<file path="src/isaPkg.sv">
`default_nettype none

package isaPkg;

    typedef logic [4:0] regIdxT;
    typedef logic [31:0] wordT;

    // Primary opcodes, bits 31:26
    localparam logic [5:0] OP_SPECIAL = 6'h00;
    localparam logic [5:0] OP_J       = 6'h02;
    localparam logic [5:0] OP_BEQ     = 6'h04;
    localparam logic [5:0] OP_ORI     = 6'h0d;
    localparam logic [5:0] OP_LUI     = 6'h0f;
    localparam logic [5:0] OP_LB      = 6'h20;
    localparam logic [5:0] OP_LW      = 6'h23;
    localparam logic [5:0] OP_SB      = 6'h28;
    localparam logic [5:0] OP_SW      = 6'h2b;

    // Function codes under OP_SPECIAL
    localparam logic [5:0] FN_ADDU = 6'h21;
    localparam logic [5:0] FN_SUBU = 6'h23;

    // Field positions
    localparam int OP_LSB  = 26;
    localparam int RS_LSB  = 21;
    localparam int RT_LSB  = 16;
    localparam int RD_LSB  = 11;
    localparam int IMM_W   = 16;
    localparam int INDEX_W = 26;
    localparam int FN_W    = 6;

endpackage

`default_nettype wire

</file>
<file path="src/pipePkg.sv">
`default_nettype none

package pipePkg;

    localparam isaPkg::wordT RESET_PC = 32'h0000_3000;

    typedef enum logic [1:0] {
        ALU_ADD = 2'd0,
        ALU_SUB = 2'd1,
        ALU_OR  = 2'd2,
        ALU_LUI = 2'd3
    } aluOpT;

    // Cycles until a value is needed (use) or produced (new)
    typedef logic [1:0] timeT;

    localparam timeT TUSE_BRANCH = 2'd0;
    localparam timeT TUSE_ALU    = 2'd1;
    localparam timeT TUSE_STORE  = 2'd2;
    localparam timeT TNEW_ALU    = 2'd1;
    localparam timeT TNEW_LOAD   = 2'd2;

    // All-zero value is a bubble
    typedef struct packed {
        aluOpT          aluOp;
        logic           immB;
        logic           zeroExt;
        isaPkg::regIdxT wReg;
        logic           memWrite;
        logic           memRead;
        logic           byteWidth;
        logic           branch;
        logic           jump;
        logic           readsRs;
        logic           readsRt;
        timeT           tuseRs;
        timeT           tuseRt;
        timeT           tnew;
    } ctrlT;

    typedef struct packed {
        isaPkg::wordT instr;
        isaPkg::wordT pc;
    } decodeStageT;

    typedef struct packed {
        isaPkg::wordT instr;
        isaPkg::wordT pc;
        ctrlT         ctrl;
        isaPkg::wordT rsVal;
        isaPkg::wordT rtVal;
    } execStageT;

    // rt kept so store data can still pick up a load result from W
    typedef struct packed {
        isaPkg::wordT   pc;
        ctrlT           ctrl;
        isaPkg::regIdxT rt;
        isaPkg::wordT   aluRes;
        isaPkg::wordT   rtVal;
    } memStageT;

    typedef struct packed {
        isaPkg::wordT   pc;
        isaPkg::regIdxT wReg;
        isaPkg::wordT   data;
    } wbStageT;

    typedef struct packed {
        isaPkg::wordT   pc;
        isaPkg::regIdxT wReg;
        isaPkg::wordT   data;
    } regWriteT;

    typedef struct packed {
        isaPkg::wordT addr;
        isaPkg::wordT data;
        logic [3:0]   byteen;
    } memWriteT;

    typedef enum logic [1:0] {
        FWD_RF = 2'd0,
        FWD_E  = 2'd1,
        FWD_M  = 2'd2,
        FWD_W  = 2'd3
    } fwdSrcT;

endpackage

`default_nettype wire

</file>
<file path="src/executeUnit.sv">
`timescale 1ns/10ps
`default_nettype none

module executeUnit (
    input  pipePkg::ctrlT           ctrl,
    input  logic [isaPkg::IMM_W-1:0] imm,
    input  isaPkg::wordT            a,
    input  isaPkg::wordT            b,
    output isaPkg::wordT            result
);
    import isaPkg::*;
    import pipePkg::*;

    wordT immExt;
    wordT opB;

    assign immExt = ctrl.zeroExt ? {{(32 - IMM_W){1'b0}}, imm}
                                 : {{(32 - IMM_W){imm[IMM_W-1]}}, imm};
    assign opB    = ctrl.immB ? immExt : b;

    always_comb begin
        unique case (ctrl.aluOp)
            ALU_ADD: result = a + opB;
            ALU_SUB: result = a - opB;
            ALU_OR:  result = a | opB;
            // Upper half from the immediate, low half cleared
            ALU_LUI: result = {opB[15:0], 16'h0000};
            default: result = a + opB;
        endcase
    end

endmodule

`default_nettype wire

</file>
<file path="src/fetchUnit.sv">
`timescale 1ns/10ps
`default_nettype none

module fetchUnit (
    input  logic                 clk,
    input  logic                 rstN,
    input  logic                 stall,
    input  isaPkg::wordT         pcD,
    input  isaPkg::wordT         instrD,
    input  isaPkg::wordT         rsVal,
    input  isaPkg::wordT         rtVal,
    input  pipePkg::ctrlT        ctrlD,
    input  isaPkg::wordT         instRdata,
    output isaPkg::wordT         instAddr,
    output pipePkg::decodeStageT fetched
);
    import isaPkg::*;
    import pipePkg::*;

    wordT pc;
    wordT nextPc;
    wordT seqD;
    wordT branchOff;
    logic taken;

    // Targets are relative to the delay slot
    assign seqD      = pcD + 32'd4;
    assign branchOff = {{(30 - IMM_W){instrD[IMM_W-1]}}, instrD[IMM_W-1:0], 2'b00};
    assign taken     = ctrlD.branch && (rsVal == rtVal);

    always_comb begin
        if (taken) begin
            nextPc = seqD + branchOff;
        end else if (ctrlD.jump) begin
            nextPc = {seqD[31:28], instrD[INDEX_W-1:0], 2'b00};
        end else begin
            nextPc = pc + 32'd4;
        end
    end

    always_ff @(posedge clk or negedge rstN) begin
        if (!rstN) begin
            pc <= RESET_PC;
        end else if (!stall) begin
            pc <= nextPc;
        end
    end

    assign instAddr = pc;
    assign fetched  = '{instr: instRdata, pc: pc};

endmodule

`default_nettype wire

</file>
<file path="src/hazardUnit.sv">
`timescale 1ns/10ps
`default_nettype none

module hazardUnit (
    input  pipePkg::ctrlT   ctrlD,
    input  isaPkg::regIdxT  rsD,
    input  isaPkg::regIdxT  rtD,
    input  isaPkg::regIdxT  rsE,
    input  isaPkg::regIdxT  rtE,
    input  pipePkg::ctrlT   ctrlE,
    input  pipePkg::ctrlT   ctrlM,
    input  isaPkg::regIdxT  wbReg,
    output logic            stall,
    output pipePkg::fwdSrcT fwdRsD,
    output pipePkg::fwdSrcT fwdRtD,
    output pipePkg::fwdSrcT fwdRsE,
    output pipePkg::fwdSrcT fwdRtE
);
    import isaPkg::*;
    import pipePkg::*;

    timeT newE;
    timeT newM;
    logic stallRs;
    logic stallRt;

    // Remaining cycles until each stage's result exists
    assign newE = ctrlE.tnew;
    assign newM = (ctrlM.tnew == '0) ? '0 : timeT'(ctrlM.tnew - timeT'(1));

    assign stallRs = ctrlD.readsRs && rsD != '0 &&
                     ((rsD == ctrlE.wReg && ctrlD.tuseRs < newE) ||
                      (rsD == ctrlM.wReg && ctrlD.tuseRs < newM));
    assign stallRt = ctrlD.readsRt && rtD != '0 &&
                     ((rtD == ctrlE.wReg && ctrlD.tuseRt < newE) ||
                      (rtD == ctrlM.wReg && ctrlD.tuseRt < newM));
    assign stall   = stallRs || stallRt;

    // Youngest matching producer wins; if it is not ready, no forward yet
    function automatic fwdSrcT pickSrc(input regIdxT r, input logic fromE);
        if (r == '0) begin
            return FWD_RF;
        end
        if (fromE && r == ctrlE.wReg) begin
            return (newE == '0) ? FWD_E : FWD_RF;
        end
        if (r == ctrlM.wReg) begin
            return (newM == '0) ? FWD_M : FWD_RF;
        end
        if (r == wbReg) begin
            return FWD_W;
        end
        return FWD_RF;
    endfunction

    always_comb begin
        fwdRsD = pickSrc(rsD, 1'b1);
        fwdRtD = pickSrc(rtD, 1'b1);
        fwdRsE = pickSrc(rsE, 1'b0);
        fwdRtE = pickSrc(rtE, 1'b0);
    end

endmodule

`default_nettype wire

</file>
<file path="src/instrDecode.sv">
`timescale 1ns/10ps
`default_nettype none

module instrDecode (
    input  isaPkg::wordT  instr,
    output pipePkg::ctrlT ctrl
);
    import isaPkg::*;
    import pipePkg::*;

    logic [5:0] opcode;
    logic [5:0] funct;
    regIdxT     rt;
    regIdxT     rd;

    assign opcode = instr[OP_LSB +: 6];
    assign funct  = instr[FN_W-1:0];
    assign rt     = instr[RT_LSB +: $bits(regIdxT)];
    assign rd     = instr[RD_LSB +: $bits(regIdxT)];

    always_comb begin
        ctrl = '0;
        unique case (opcode)
            OP_SPECIAL: begin
                if (funct == FN_ADDU || funct == FN_SUBU) begin
                    ctrl.aluOp   = (funct == FN_SUBU) ? ALU_SUB : ALU_ADD;
                    ctrl.wReg    = rd;
                    ctrl.readsRs = 1'b1;
                    ctrl.readsRt = 1'b1;
                    ctrl.tuseRs  = TUSE_ALU;
                    ctrl.tuseRt  = TUSE_ALU;
                    ctrl.tnew    = TNEW_ALU;
                end
            end
            OP_ORI: begin
                ctrl.aluOp   = ALU_OR;
                ctrl.immB    = 1'b1;
                ctrl.zeroExt = 1'b1;
                ctrl.wReg    = rt;
                ctrl.readsRs = 1'b1;
                ctrl.tuseRs  = TUSE_ALU;
                ctrl.tnew    = TNEW_ALU;
            end
            OP_LUI: begin
                ctrl.aluOp = ALU_LUI;
                ctrl.immB  = 1'b1;
                ctrl.wReg  = rt;
                ctrl.tnew  = TNEW_ALU;
            end
            OP_LW, OP_LB: begin
                ctrl.immB      = 1'b1;
                ctrl.wReg      = rt;
                ctrl.memRead   = 1'b1;
                ctrl.byteWidth = (opcode == OP_LB);
                ctrl.readsRs   = 1'b1;
                ctrl.tuseRs    = TUSE_ALU;
                ctrl.tnew      = TNEW_LOAD;
            end
            OP_SW, OP_SB: begin
                // Store data is not needed until M
                ctrl.immB      = 1'b1;
                ctrl.memWrite  = 1'b1;
                ctrl.byteWidth = (opcode == OP_SB);
                ctrl.readsRs   = 1'b1;
                ctrl.readsRt   = 1'b1;
                ctrl.tuseRs    = TUSE_ALU;
                ctrl.tuseRt    = TUSE_STORE;
            end
            OP_BEQ: begin
                ctrl.branch  = 1'b1;
                ctrl.readsRs = 1'b1;
                ctrl.readsRt = 1'b1;
                ctrl.tuseRs  = TUSE_BRANCH;
                ctrl.tuseRt  = TUSE_BRANCH;
            end
            OP_J: begin
                ctrl.jump = 1'b1;
            end
            default: begin
                ctrl = '0;
            end
        endcase
    end

endmodule

`default_nettype wire

</file>
<file path="src/memAccess.sv">
`timescale 1ns/10ps
`default_nettype none

module memAccess (
    input  pipePkg::ctrlT ctrl,
    input  isaPkg::wordT  addr,
    input  isaPkg::wordT  storeVal,
    input  isaPkg::wordT  rdata,
    output logic [3:0]    byteen,
    output isaPkg::wordT  wdata,
    output isaPkg::wordT  loadVal
);
    import isaPkg::*;
    import pipePkg::*;

    logic [1:0] lane;
    logic [7:0] loadByte;

    assign lane = addr[1:0];

    // Little-endian lanes; byte stores put the byte on every lane
    always_comb begin
        if (!ctrl.memWrite) begin
            byteen = 4'b0000;
        end else if (ctrl.byteWidth) begin
            byteen = 4'b0001 << lane;
        end else begin
            byteen = 4'b1111;
        end
    end

    assign wdata = ctrl.byteWidth ? {4{storeVal[7:0]}} : storeVal;

    assign loadByte = rdata[8*lane +: 8];
    assign loadVal  = ctrl.byteWidth ? {{24{loadByte[7]}}, loadByte} : rdata;

endmodule

`default_nettype wire

</file>
<file path="src/mips.sv">
`timescale 1ns/10ps
`default_nettype none

module mips (
    input  logic           clk,
    input  logic           rstN,
    output isaPkg::wordT   instAddr,
    input  isaPkg::wordT   instRdata,
    output isaPkg::wordT   dataAddr,
    output isaPkg::wordT   dataWdata,
    output logic [3:0]     dataByteen,
    output isaPkg::wordT   memInstAddr,
    input  isaPkg::wordT   dataRdata,
    output logic           grfWe,
    output isaPkg::regIdxT grfAddr,
    output isaPkg::wordT   grfWdata,
    output isaPkg::wordT   grfInstAddr
);
    import isaPkg::*;
    import pipePkg::*;

    logic        stall;
    decodeStageT fetched;
    decodeStageT decQ;
    execStageT   execD;
    execStageT   execQ;
    memStageT    memD;
    memStageT    memQ;
    wbStageT     wbD;
    wbStageT     wbQ;
    ctrlT        ctrlD;
    regIdxT      rsD;
    regIdxT      rtD;
    regIdxT      rsE;
    regIdxT      rtE;
    wordT        rfRs;
    wordT        rfRt;
    wordT        rsValD;
    wordT        rtValD;
    wordT        rsValE;
    wordT        rtValE;
    wordT        aluResE;
    wordT        storeValM;
    wordT        wdataM;
    wordT        loadValM;
    logic [3:0]  byteenM;
    fwdSrcT      fwdRsD;
    fwdSrcT      fwdRtD;
    fwdSrcT      fwdRsE;
    fwdSrcT      fwdRtE;
    memWriteT    storeM;
    regWriteT    traceW;

    fetchUnit uFetch (
        .clk(clk), .rstN(rstN), .stall(stall),
        .pcD(decQ.pc), .instrD(decQ.instr), .rsVal(rsValD), .rtVal(rtValD),
        .ctrlD(ctrlD), .instRdata(instRdata), .instAddr(instAddr), .fetched(fetched)
    );

    // D holds on stall while E takes a bubble
    stageReg #(.payloadT(decodeStageT)) uRegD (
        .clk(clk), .rstN(rstN), .en(!stall), .flush(1'b0), .d(fetched), .q(decQ)
    );

    assign rsD = decQ.instr[RS_LSB +: $bits(regIdxT)];
    assign rtD = decQ.instr[RT_LSB +: $bits(regIdxT)];

    instrDecode uDecode (.instr(decQ.instr), .ctrl(ctrlD));

    regFile uRegs (
        .clk(clk), .rstN(rstN), .ra1(rsD), .ra2(rtD),
        .wa(wbQ.wReg), .wd(wbQ.data), .rd1(rfRs), .rd2(rfRt)
    );

    hazardUnit uHazard (
        .ctrlD(ctrlD), .rsD(rsD), .rtD(rtD), .rsE(rsE), .rtE(rtE),
        .ctrlE(execQ.ctrl), .ctrlM(memQ.ctrl), .wbReg(wbQ.wReg), .stall(stall),
        .fwdRsD(fwdRsD), .fwdRtD(fwdRtD), .fwdRsE(fwdRsE), .fwdRtE(fwdRtE)
    );

    // D-stage operands, also used for the branch compare
    assign rsValD = (fwdRsD == FWD_E) ? aluResE :
                    (fwdRsD == FWD_M) ? memQ.aluRes :
                    (fwdRsD == FWD_W) ? wbQ.data : rfRs;
    assign rtValD = (fwdRtD == FWD_E) ? aluResE :
                    (fwdRtD == FWD_M) ? memQ.aluRes :
                    (fwdRtD == FWD_W) ? wbQ.data : rfRt;

    assign execD = '{instr: decQ.instr, pc: decQ.pc, ctrl: ctrlD,
                     rsVal: rsValD, rtVal: rtValD};

    stageReg #(.payloadT(execStageT)) uRegE (
        .clk(clk), .rstN(rstN), .en(1'b1), .flush(stall), .d(execD), .q(execQ)
    );

    assign rsE = execQ.instr[RS_LSB +: $bits(regIdxT)];
    assign rtE = execQ.instr[RT_LSB +: $bits(regIdxT)];

    assign rsValE = (fwdRsE == FWD_M) ? memQ.aluRes :
                    (fwdRsE == FWD_W) ? wbQ.data : execQ.rsVal;
    assign rtValE = (fwdRtE == FWD_M) ? memQ.aluRes :
                    (fwdRtE == FWD_W) ? wbQ.data : execQ.rtVal;

    executeUnit uExec (
        .ctrl(execQ.ctrl), .imm(execQ.instr[IMM_W-1:0]),
        .a(rsValE), .b(rtValE), .result(aluResE)
    );

    assign memD = '{pc: execQ.pc, ctrl: execQ.ctrl, rt: rtE,
                    aluRes: aluResE, rtVal: rtValE};

    stageReg #(.payloadT(memStageT)) uRegM (
        .clk(clk), .rstN(rstN), .en(1'b1), .flush(1'b0), .d(memD), .q(memQ)
    );

    // A load one ahead of a store reaches W just as the store needs its data
    assign storeValM = (memQ.rt != '0 && memQ.rt == wbQ.wReg) ? wbQ.data : memQ.rtVal;

    memAccess uMem (
        .ctrl(memQ.ctrl), .addr(memQ.aluRes), .storeVal(storeValM), .rdata(dataRdata),
        .byteen(byteenM), .wdata(wdataM), .loadVal(loadValM)
    );

    assign storeM      = '{addr: memQ.aluRes, data: wdataM, byteen: byteenM};
    assign dataAddr    = storeM.addr;
    assign dataWdata   = storeM.data;
    assign dataByteen  = storeM.byteen;
    assign memInstAddr = memQ.pc;

    assign wbD = '{pc: memQ.pc, wReg: memQ.ctrl.wReg,
                   data: memQ.ctrl.memRead ? loadValM : memQ.aluRes};

    stageReg #(.payloadT(wbStageT)) uRegW (
        .clk(clk), .rstN(rstN), .en(1'b1), .flush(1'b0), .d(wbD), .q(wbQ)
    );

    assign traceW      = '{pc: wbQ.pc, wReg: wbQ.wReg, data: wbQ.data};
    assign grfWe       = (traceW.wReg != '0);
    assign grfAddr     = traceW.wReg;
    assign grfWdata    = traceW.data;
    assign grfInstAddr = traceW.pc;

endmodule

`default_nettype wire

</file>
<file path="src/regFile.sv">
`timescale 1ns/10ps
`default_nettype none

module regFile (
    input  logic           clk,
    input  logic           rstN,
    input  isaPkg::regIdxT ra1,
    input  isaPkg::regIdxT ra2,
    input  isaPkg::regIdxT wa,
    input  isaPkg::wordT   wd,
    output isaPkg::wordT   rd1,
    output isaPkg::wordT   rd2
);
    import isaPkg::*;

    wordT regs [32];

    // Register 0 is never written so it stays zero after reset
    always_ff @(posedge clk or negedge rstN) begin
        if (!rstN) begin
            regs <= '{default: '0};
        end else if (wa != '0) begin
            regs[wa] <= wd;
        end
    end

    // Write-through bypass for the register retiring this cycle
    assign rd1 = (wa != '0 && wa == ra1) ? wd : regs[ra1];
    assign rd2 = (wa != '0 && wa == ra2) ? wd : regs[ra2];

endmodule

`default_nettype wire

</file>
<file path="src/stageReg.sv">
`timescale 1ns/10ps
`default_nettype none

module stageReg #(
    parameter type payloadT = logic [31:0]
) (
    input  logic    clk,
    input  logic    rstN,
    input  logic    en,
    input  logic    flush,
    input  payloadT d,
    output payloadT q
);

    // Flush wins over enable and inserts a bubble
    always_ff @(posedge clk or negedge rstN) begin
        if (!rstN) begin
            q <= '0;
        end else if (flush) begin
            q <= '0;
        end else if (en) begin
            q <= d;
        end
    end

endmodule

`default_nettype wire

</file>
<file path="config.mk">
export PLATFORM = sky130hd
export DESIGN_NAME = mips
export DESIGN_NICKNAME = d
export VERILOG_FILES = /design/src/isaPkg.sv /design/src/pipePkg.sv /design/src/executeUnit.sv /design/src/fetchUnit.sv /design/src/hazardUnit.sv /design/src/instrDecode.sv /design/src/memAccess.sv /design/src/mips.sv /design/src/regFile.sv /design/src/stageReg.sv
export SDC_FILE = /design/constraint.sdc
export NUM_CORES = 2
export LEC_CHECK = 0
export ABC_AREA = 1
export BUFFER_PORTS_ARGS = -buffer_cell sky130_fd_sc_hd__buf_2
export CORE_MARGIN = 10
export CORE_UTILIZATION = 35
export CTS_CLUSTER_SIZE = 14
export DETAILED_ROUTE_END_ITERATION = 10
export SYNTH_ARGS = -nofsm -noshare
export SYNTH_HDL_FRONTEND = slang
export SYNTH_SLANG_ARGS = --single-unit
</file>
<file path="constraint.sdc">
create_clock -name clk -period 12.4 [get_ports clk]
set_input_delay 1.24 -clock clk [delete_from_list [all_inputs] [get_ports clk]]
set_output_delay 1.24 -clock clk [all_outputs]
set_load 0.005 [all_outputs]
</file>
=== Word level (Yosys, flattened, before mapping) ===
Cells that the tools add are included.

* Word-level logic and storage cells: 268
* Bits of input ports: 66
* Flip-flop bits (word level): 1,436
* Output and inout bits: 202

* Muxes and demuxes: 114
* $lt $le $gt $ge: 8
* Reductions and logical operators: 38
* Shift operators: 2
* Bitwise gates (word level): 4
* Eq/ne operators: 37
* Add/subtract/negate cells: 6

{| class="wikitable"
|+ Operator list
! operator !! count
|-
| 1024-bit bitwise mux || 1
|-
| 32-bit 2-to-1 mux || 25
|-
| 32-bit binary-select mux with 5-bit select || 2
|-
| 32-bit demux with 5-bit select || 1
|-
| 144-bit 2-to-1 mux || 1
|-
| 32-bit one-hot mux with 4 select lines || 1
|-
| 5-bit equality test || 13
|-
| 32-bit by 3-bit adder with 32-bit output, second input constant || 2
|-
| 32-bit adder || 2
|-
| 2-bit 2-to-1 mux || 31
|-
| 1-bit 2-to-1 mux || 40
|-
| 6-bit equality test, second input constant || 6
|-
| 32-bit equality test || 1
|-
| 32-bit OR || 1
|-
| 32-bit by 6-bit variable part select with 8-bit output || 1
|-
| 32-bit subtractor || 1
|-
| 2-bit equality test, second input constant || 10
|-
| 5-bit logical NOT || 4
|-
| 5-bit nonzero test || 4
|-
| 6-bit greater-or-equal comparator, second input constant || 3
|-
| 5-bit NOT with 6-bit output || 3
|-
| 1-bit logical AND || 13
|-
| 6-bit by 4-bit equality test with 1-bit output, second input constant || 2
|-
| 2-bit one-hot mux with 3 select lines || 2
|-
| other kinds (21) || 39
|}

=== Longest topological paths before layout ===
* Depth after elaboration: 19
* Depth in mapped cells: 50

=== Modules after synthesis ===
A second synthesis with hierarchy kept.

* Cells, all modules: 13,494
* Area total of the unflattened synthesis: 89,847.4 sq um

{| class="wikitable"
|+ Modules (own cells, without submodules)
! module !! area each (sq um) !! times used !! sequential area each (sq um) !! cells an instance
|-
| regFile || 56,586.8 || 1 || 25,624.6 || 8,332
|-
| fetchUnit || 6,989.2 || 1 || 803.3 || 1,281
|-
| stageReg at uRegE || 5,949.5 || 1 || 3,753.6 || 651
|-
| stageReg at uRegM || 4,842.1 || 1 || 3,078.0 || 534
|-
| executeUnit || 4,038.9 || 1 || 0.0 || 799
|-
| mips || 3,932.5 || 1 || 0.0 || 826
|-
| stageReg at uRegW || 2,718.9 || 1 || 1,726.7 || 300
|-
| stageReg at uRegD || 2,529.9 || 1 || 1,601.5 || 277
|-
| hazardUnit || 1,122.3 || 1 || 0.0 || 228
|-
| memAccess || 828.3 || 1 || 0.0 || 198
|-
| instrDecode || 309.0 || 1 || 0.0 || 68
|}

=== Worst setup path after synthesis ===
No wires, ideal clock.

* Path type: register to register
* Start: register uRegW.q[34] (netlist bit)
* End: register uFetch.pc[22] (netlist: uFetch.instAddr[22])
* Path slack: 7.000 ns
* Period minus slack after synthesis: 5.400 ns
* Required time: 12.283 ns
* Arrival: 5.284 ns
* Stages on the path, launching flop included: 44
* Library setup time: 0.117 ns
* Path through: dfrtp_1 > buf_2 > xnor2_1 > nand3_2 > nor2_8 > buf_2 > nand3_1 > nand3_2 > nand3_2 > nand2_2 > ha_1 > inv_1 > nor3_2 > inv_1 > nor2_2 > nand2_1 > nor2_2 > a21oi_1 > [... 8 more ...] > nand4_1 > nand3_1 > nand3_1 > nand2_1 > nand2_1 > nand2_1 > nand2_1 > inv_1 > nand3_1 > nor2_1 > nand4_1 > nor2_4 > nand3_4 > buf_6 > nand2_1 > nand2_1 > nand2_1 > nand2_1

* Longest elaborated chain between the ends: 17
* Elaborated cells between the ends (all ways): 71
* Those cells by class: add/sub (2); eq/ne (17); mux (47); bitwise (1); reduce/logical (4)

{| class="wikitable"
|+ RTL lines
! item !! line !! RTL
|-
| from (decl) || stageReg.sv:12 || <nowiki>output payloadT q</nowiki>
|-
| from (signal assigned) || stageReg.sv:18 || <nowiki>q <= '0;</nowiki>
|-
| from (signal assigned) || stageReg.sv:20 || <nowiki>q <= '0;</nowiki>
|-
| from (signal assigned) || stageReg.sv:22 || <nowiki>q <= d;</nowiki>
|-
| 5-bit equality test || hazardUnit.sv:50 || <nowiki>if (r == wbReg) begin</nowiki>
|-
| 1-bit 2-to-1 mux (2 in a row) || hazardUnit.sv:50 ||
|-
| 1-bit 2-to-1 mux || hazardUnit.sv:44 || <nowiki>if (fromE && r == ctrlE.wReg) begin</nowiki>
|-
| 2-bit 2-to-1 mux || hazardUnit.sv:53 || <nowiki>return FWD_RF;</nowiki>
|-
| 2-bit 2-to-1 mux || hazardUnit.sv:50 ||
|-
| 2-bit 2-to-1 mux || hazardUnit.sv:44 ||
|-
| 2-bit equality test || mips.sv:102 || <nowiki>(fwdRtE == FWD_W) ? wbQ.data : execQ.rtVal;</nowiki>
|-
| 32-bit 2-to-1 mux || mips.sv:102 ||
|-
| 32-bit 2-to-1 mux || mips.sv:101 || <nowiki>assign rtValE = (fwdRtE == FWD_M) ? memQ.aluRes :</nowiki>
|-
| 32-bit 2-to-1 mux || executeUnit.sv:19 || <nowiki>assign opB = ctrl.immB ? immExt : b;</nowiki>
|-
| 32-bit subtractor, or another cell as far along || executeUnit.sv:24 || <nowiki>ALU_SUB: result = a - opB;</nowiki>
|-
| 32-bit one-hot mux with 4 select lines || executeUnit.sv:22 || <nowiki>unique case (ctrl.aluOp)</nowiki>
|-
| 32-bit 2-to-1 mux, on equally long branches || mips.sv:82, mips.sv:85 ||
|-
| 32-bit equality test (*) || fetchUnit.sv:29 || <nowiki>assign taken = ctrlD.branch && (rsVal == rtVal);</nowiki>
|-
| 1-bit logical AND (*) || fetchUnit.sv:29 ||
|-
| 32-bit 2-to-1 mux (*) || fetchUnit.sv:32 || <nowiki>if (taken) begin</nowiki>
|-
| to (signal assigned) || fetchUnit.sv:45 || <nowiki>pc <= nextPc;</nowiki>
|-
| to (decl) || fetchUnit.sv:20 || <nowiki>wordT pc;</nowiki>
|}

Every way passes the cells marked *; elsewhere a longest branch is shown, timed or not. The select of a mux whose other input is x is not followed.
A chain may end at the register's enable or synchronous reset.

=== Final worst setup path ===
* Start: register uRegM.q[82] (netlist bit)
* End: register uFetch.pc[0] (netlist: uFetch.instAddr[0])

* Longest elaborated chain between the ends: 16
* Elaborated cells between the ends (all ways): 71
* Those cells by class: add/sub (2); eq/ne (15); mux (45); bitwise (1); reduce/logical (8)

{| class="wikitable"
|+ RTL lines
! item !! line !! RTL
|-
| from (decl) || stageReg.sv:12 ||
|-
| from (signal assigned) || stageReg.sv:18 ||
|-
| from (signal assigned) || stageReg.sv:20 ||
|-
| from (signal assigned) || stageReg.sv:22 ||
|-
| 5-bit equality test || hazardUnit.sv:47 || <nowiki>if (r == ctrlM.wReg) begin</nowiki>
|-
| 2-bit 2-to-1 mux || hazardUnit.sv:47 ||
|-
| 2-bit 2-to-1 mux || hazardUnit.sv:50 ||
|-
| 2-bit 2-to-1 mux || hazardUnit.sv:53 ||
|-
| 2-bit 2-to-1 mux || hazardUnit.sv:50 ||
|-
| 2-bit 2-to-1 mux || hazardUnit.sv:44 ||
|-
| 2-bit equality test || mips.sv:102 ||
|-
| 32-bit 2-to-1 mux || mips.sv:102 ||
|-
| 32-bit 2-to-1 mux || mips.sv:101 ||
|-
| 32-bit 2-to-1 mux || executeUnit.sv:19 ||
|-
| 32-bit subtractor, or another cell as far along || executeUnit.sv:24 ||
|-
| 32-bit one-hot mux with 4 select lines || executeUnit.sv:22 ||
|-
| 32-bit 2-to-1 mux, on equally long branches || mips.sv:82, mips.sv:85 ||
|-
| 32-bit equality test || fetchUnit.sv:29 ||
|-
| 1-bit logical AND || fetchUnit.sv:29 ||
|-
| 32-bit 2-to-1 mux || fetchUnit.sv:32 ||
|}

Several ways; a longest one is shown, not always the timed one. The select of a mux whose other input is x is not followed.

==> results.yml <==
cells_and_area:
  syn_to_final_growth_pct: 10.1
  n_fill_cell: 24700
  finalNonFillerCells: 14500
  mostFrequentLayoutCells: "nand2_1 (2,949), o21ai_0 (1,843), dfrtp_1 (1,421), nand3_1 (1,054), a21oi_1 (1,046)"
  fin_nets: 11300
  final_core_util: 0.387
  mostFrequentLayoutCell: "nand2_1"
  drive_above_1_share: 0.0782
clocking:
  numCtsBuffers: 159
  cts.htree.levels: 4
  cts_setup_buffers: 0
  cts_tree: "yes"
  cts.path.max_buffers: 3
  clkSlewWorstSetupHoldPaths_ns: 0.06
  cts_resized: 0
  cts_hold_buf: 0
  clkSinkCount: 1434
  cts-root-buf: "clkbuf_16"
  insertion_delay_ns: 0.83
detailed_routing:
  vias_per_cell: 5.66
  wire_per_inst_um: 24.7
  vias: 81800
  drcViolationCount: 0
  wl_mm: 358
  drt-pass1-iter-count: 6
  antenna_left: 0
  drt_iter0_markers: 11000
logic_synthesis:
  ys.flop_type: "dfrtp_1"
  syn_area_um2: 82600
  ys_ff_latch: 1434
  avgSynthCellArea_um2: 7.15
  synth-edff-count: 0
  syn_inst: 11600
  yosys_warnings: 0
  syn_nets: 11700
  async_flop_share: 1.00
  seq_area_frac_synth: 0.434
  synth.distinct_cells: 63
power_and_ir_drop:
  power_frac_clock: 0.334
  power_density_nw_per_um2: 168
  power_frac_seq: 0.387
  swShare: 0.384
  p_leak_nw: 41.6
  power.internal_mw: 9.40
  p_comb_frac: 0.279
  ir_drop_mv: 0.149
  p_switching_mw: 5.86
placement:
  placedCellCount: 14200
  place.gp.congestion: 1.02
  hpwl_mm: 226
  port_buffers: 267
  place_worst_setup_slack_ns: 3.94
setup_path:
  cpPeakStageDelay_ns: 0.85
  crit_arrival_ns: 9.42
  cpMostUsedCell: "nand2_1"
  cp_max_fo: 35
  path_class: "reg -> reg"
  crit_path_end_kind: "flip-flop"
  crit_slowest_cell: "nor2_8"
  critPathRequiredTime_ns: 13.10
  start_kind: "flip-flop"
floorplanning:
  io_pins: 268
  core_um2: 235000
  rows: 178
  die_y_um: 506
  die_w_um: 506
  die-area_um2: 256000
  start_util: 0.352
timing:
  relSlewSlack: 0.162
  tightest_slew_ns: 1.25
  finClkSkew_ns: 0.0426
  slew_viol_final: 0
  clock.fmax_mhz: 115
  hold_viol_final: 0
  hold_slack_ns: 0.294
  setup_viol: 0
  period_share: 0.703
  final.setup.tns_ns: 0
  post-route-min-period_ns: 8.71
  rsz0062_at_grt: "no"
  setup_ws_ns: 3.69
global_route:
  grt_pass1_wl_mm: 523
  grt_pass1_vias: 75400
  grt_overflow_total: 0
  grt_max_degree: 173
  grt_use_total: 0.268
  antenna_found_initial: 9
job:
  maxCapViolCount: 0
min_path:
  min_path_type: "in -> async"
status:
  run_status: "finished clean"
cell type report:
type                    count  area [um^2]  area share
multi-input cells        8324        39500       0.434
flip-flops and latches   1434        35900       0.395
clock buffers             225         4630      0.0509
well taps                3150         3940      0.0434
inverters                 809         3090      0.0339
repair buffers            447         2940      0.0323
clock inverters            67          901     0.00991
diodes                      5         12.5    0.000138
cells by family (layout without fill, tap and decap cells):
logic type                 after synthesis  in the layout  synth area share
xor gates and xnor gates               126            126            0.0134
AOI/OAI and AO/OA                     3153           3153             0.199
and+or+nand+nor                       4977           4977             0.252
adders and majority gates               68             68            0.0105
buffers and inverters                 1799           1548            0.0916
other                                    0              5                 0
DFF                                   1434           1434             0.434
worst paths after layout:
path	cells after the start	slack (ns)	start	end
worst max register to register	44	3.69	uRegM.q[82]	uFetch.instAddr[0]
worst max-delay path	44	3.69	uRegM.q[82]	uFetch.instAddr[0]
max in group asynchronous	4	9.22	rstN	uRegs.regs[190]
worst min-delay path	1	0.29	rstN	uRegs.regs[362]
worst min register to register	0	0.34	uRegE.q[107]	uRegM.q[112]
min in group clk	0	0.34	uRegE.q[107]	uRegM.q[112]
power by group through the flow:
stage	sequential, mW	clock (mW)	combinational [mW]
6_report	5.90	5.09	4.26
5_1_grt	5.95	5.35	4.64
4_1_cts	5.88	5.15	4.20
3_5_place_dp	5.96	0	4.18
3_3_place_gp	5.96	0	4.19
2_1_floorplan	5.65	0	2.62
synth_stat cells, drive strengths merged, types with 55 or more instances:
library cell  instances  area, um^2
a21oi              1048        5250
buf                 388        2200
clkbuf              600        2300
dfrtp              1432       35800
ha                   66         826
inv                 793        2980
nand2              2987       11300
nand3              1083        5540
nand4               113         707
nor2                705        2730
o211ai               55         418
o21ai              1866        9370
xor2                 96         841
metal layers:
metal	GRT usage	vias to the layer above	share of wire
met3	0.0530	893	0.099
li1	-	37400	-
met2	0.400	4413	0.43
met1	0.368	39100	0.41
met4	0.134	10	0.059
met5	0	-	0.00016
flip-flops by register name, indices dropped and copies added (netlist names):
register,cells
uRegE.q,135
uRegs.regs,1024
uRegW.q,69
uRegM.q,110
uFetch.instAddr,32
uRegD.q,64
through the flow:
step | total power [mW] | cell area, um^2
5_1_grt | 15.9 | 90900
3_5_place_dp | 10.1 | 85400
6_report | 15.3 | 90900
4_1_cts | 15.2 | 90900
2_1_floorplan | 8.27 | 82600
3_3_place_gp | 10.2 | 85400
worst max-delay path: cells and delay by family, from the launching register on:
family | cells | cell delay [ns]
AOI/OAI and AO/OA | 7 | 1.45
DFF | 1 | 0.49
buffers and inverters | 6 | 0.88
and+or+nand+nor | 28 | 4.98
adders and majority gates | 2 | 0.54
xor gates and xnor gates | 1 | 0.17
Power figures use the tool's default switching activity.
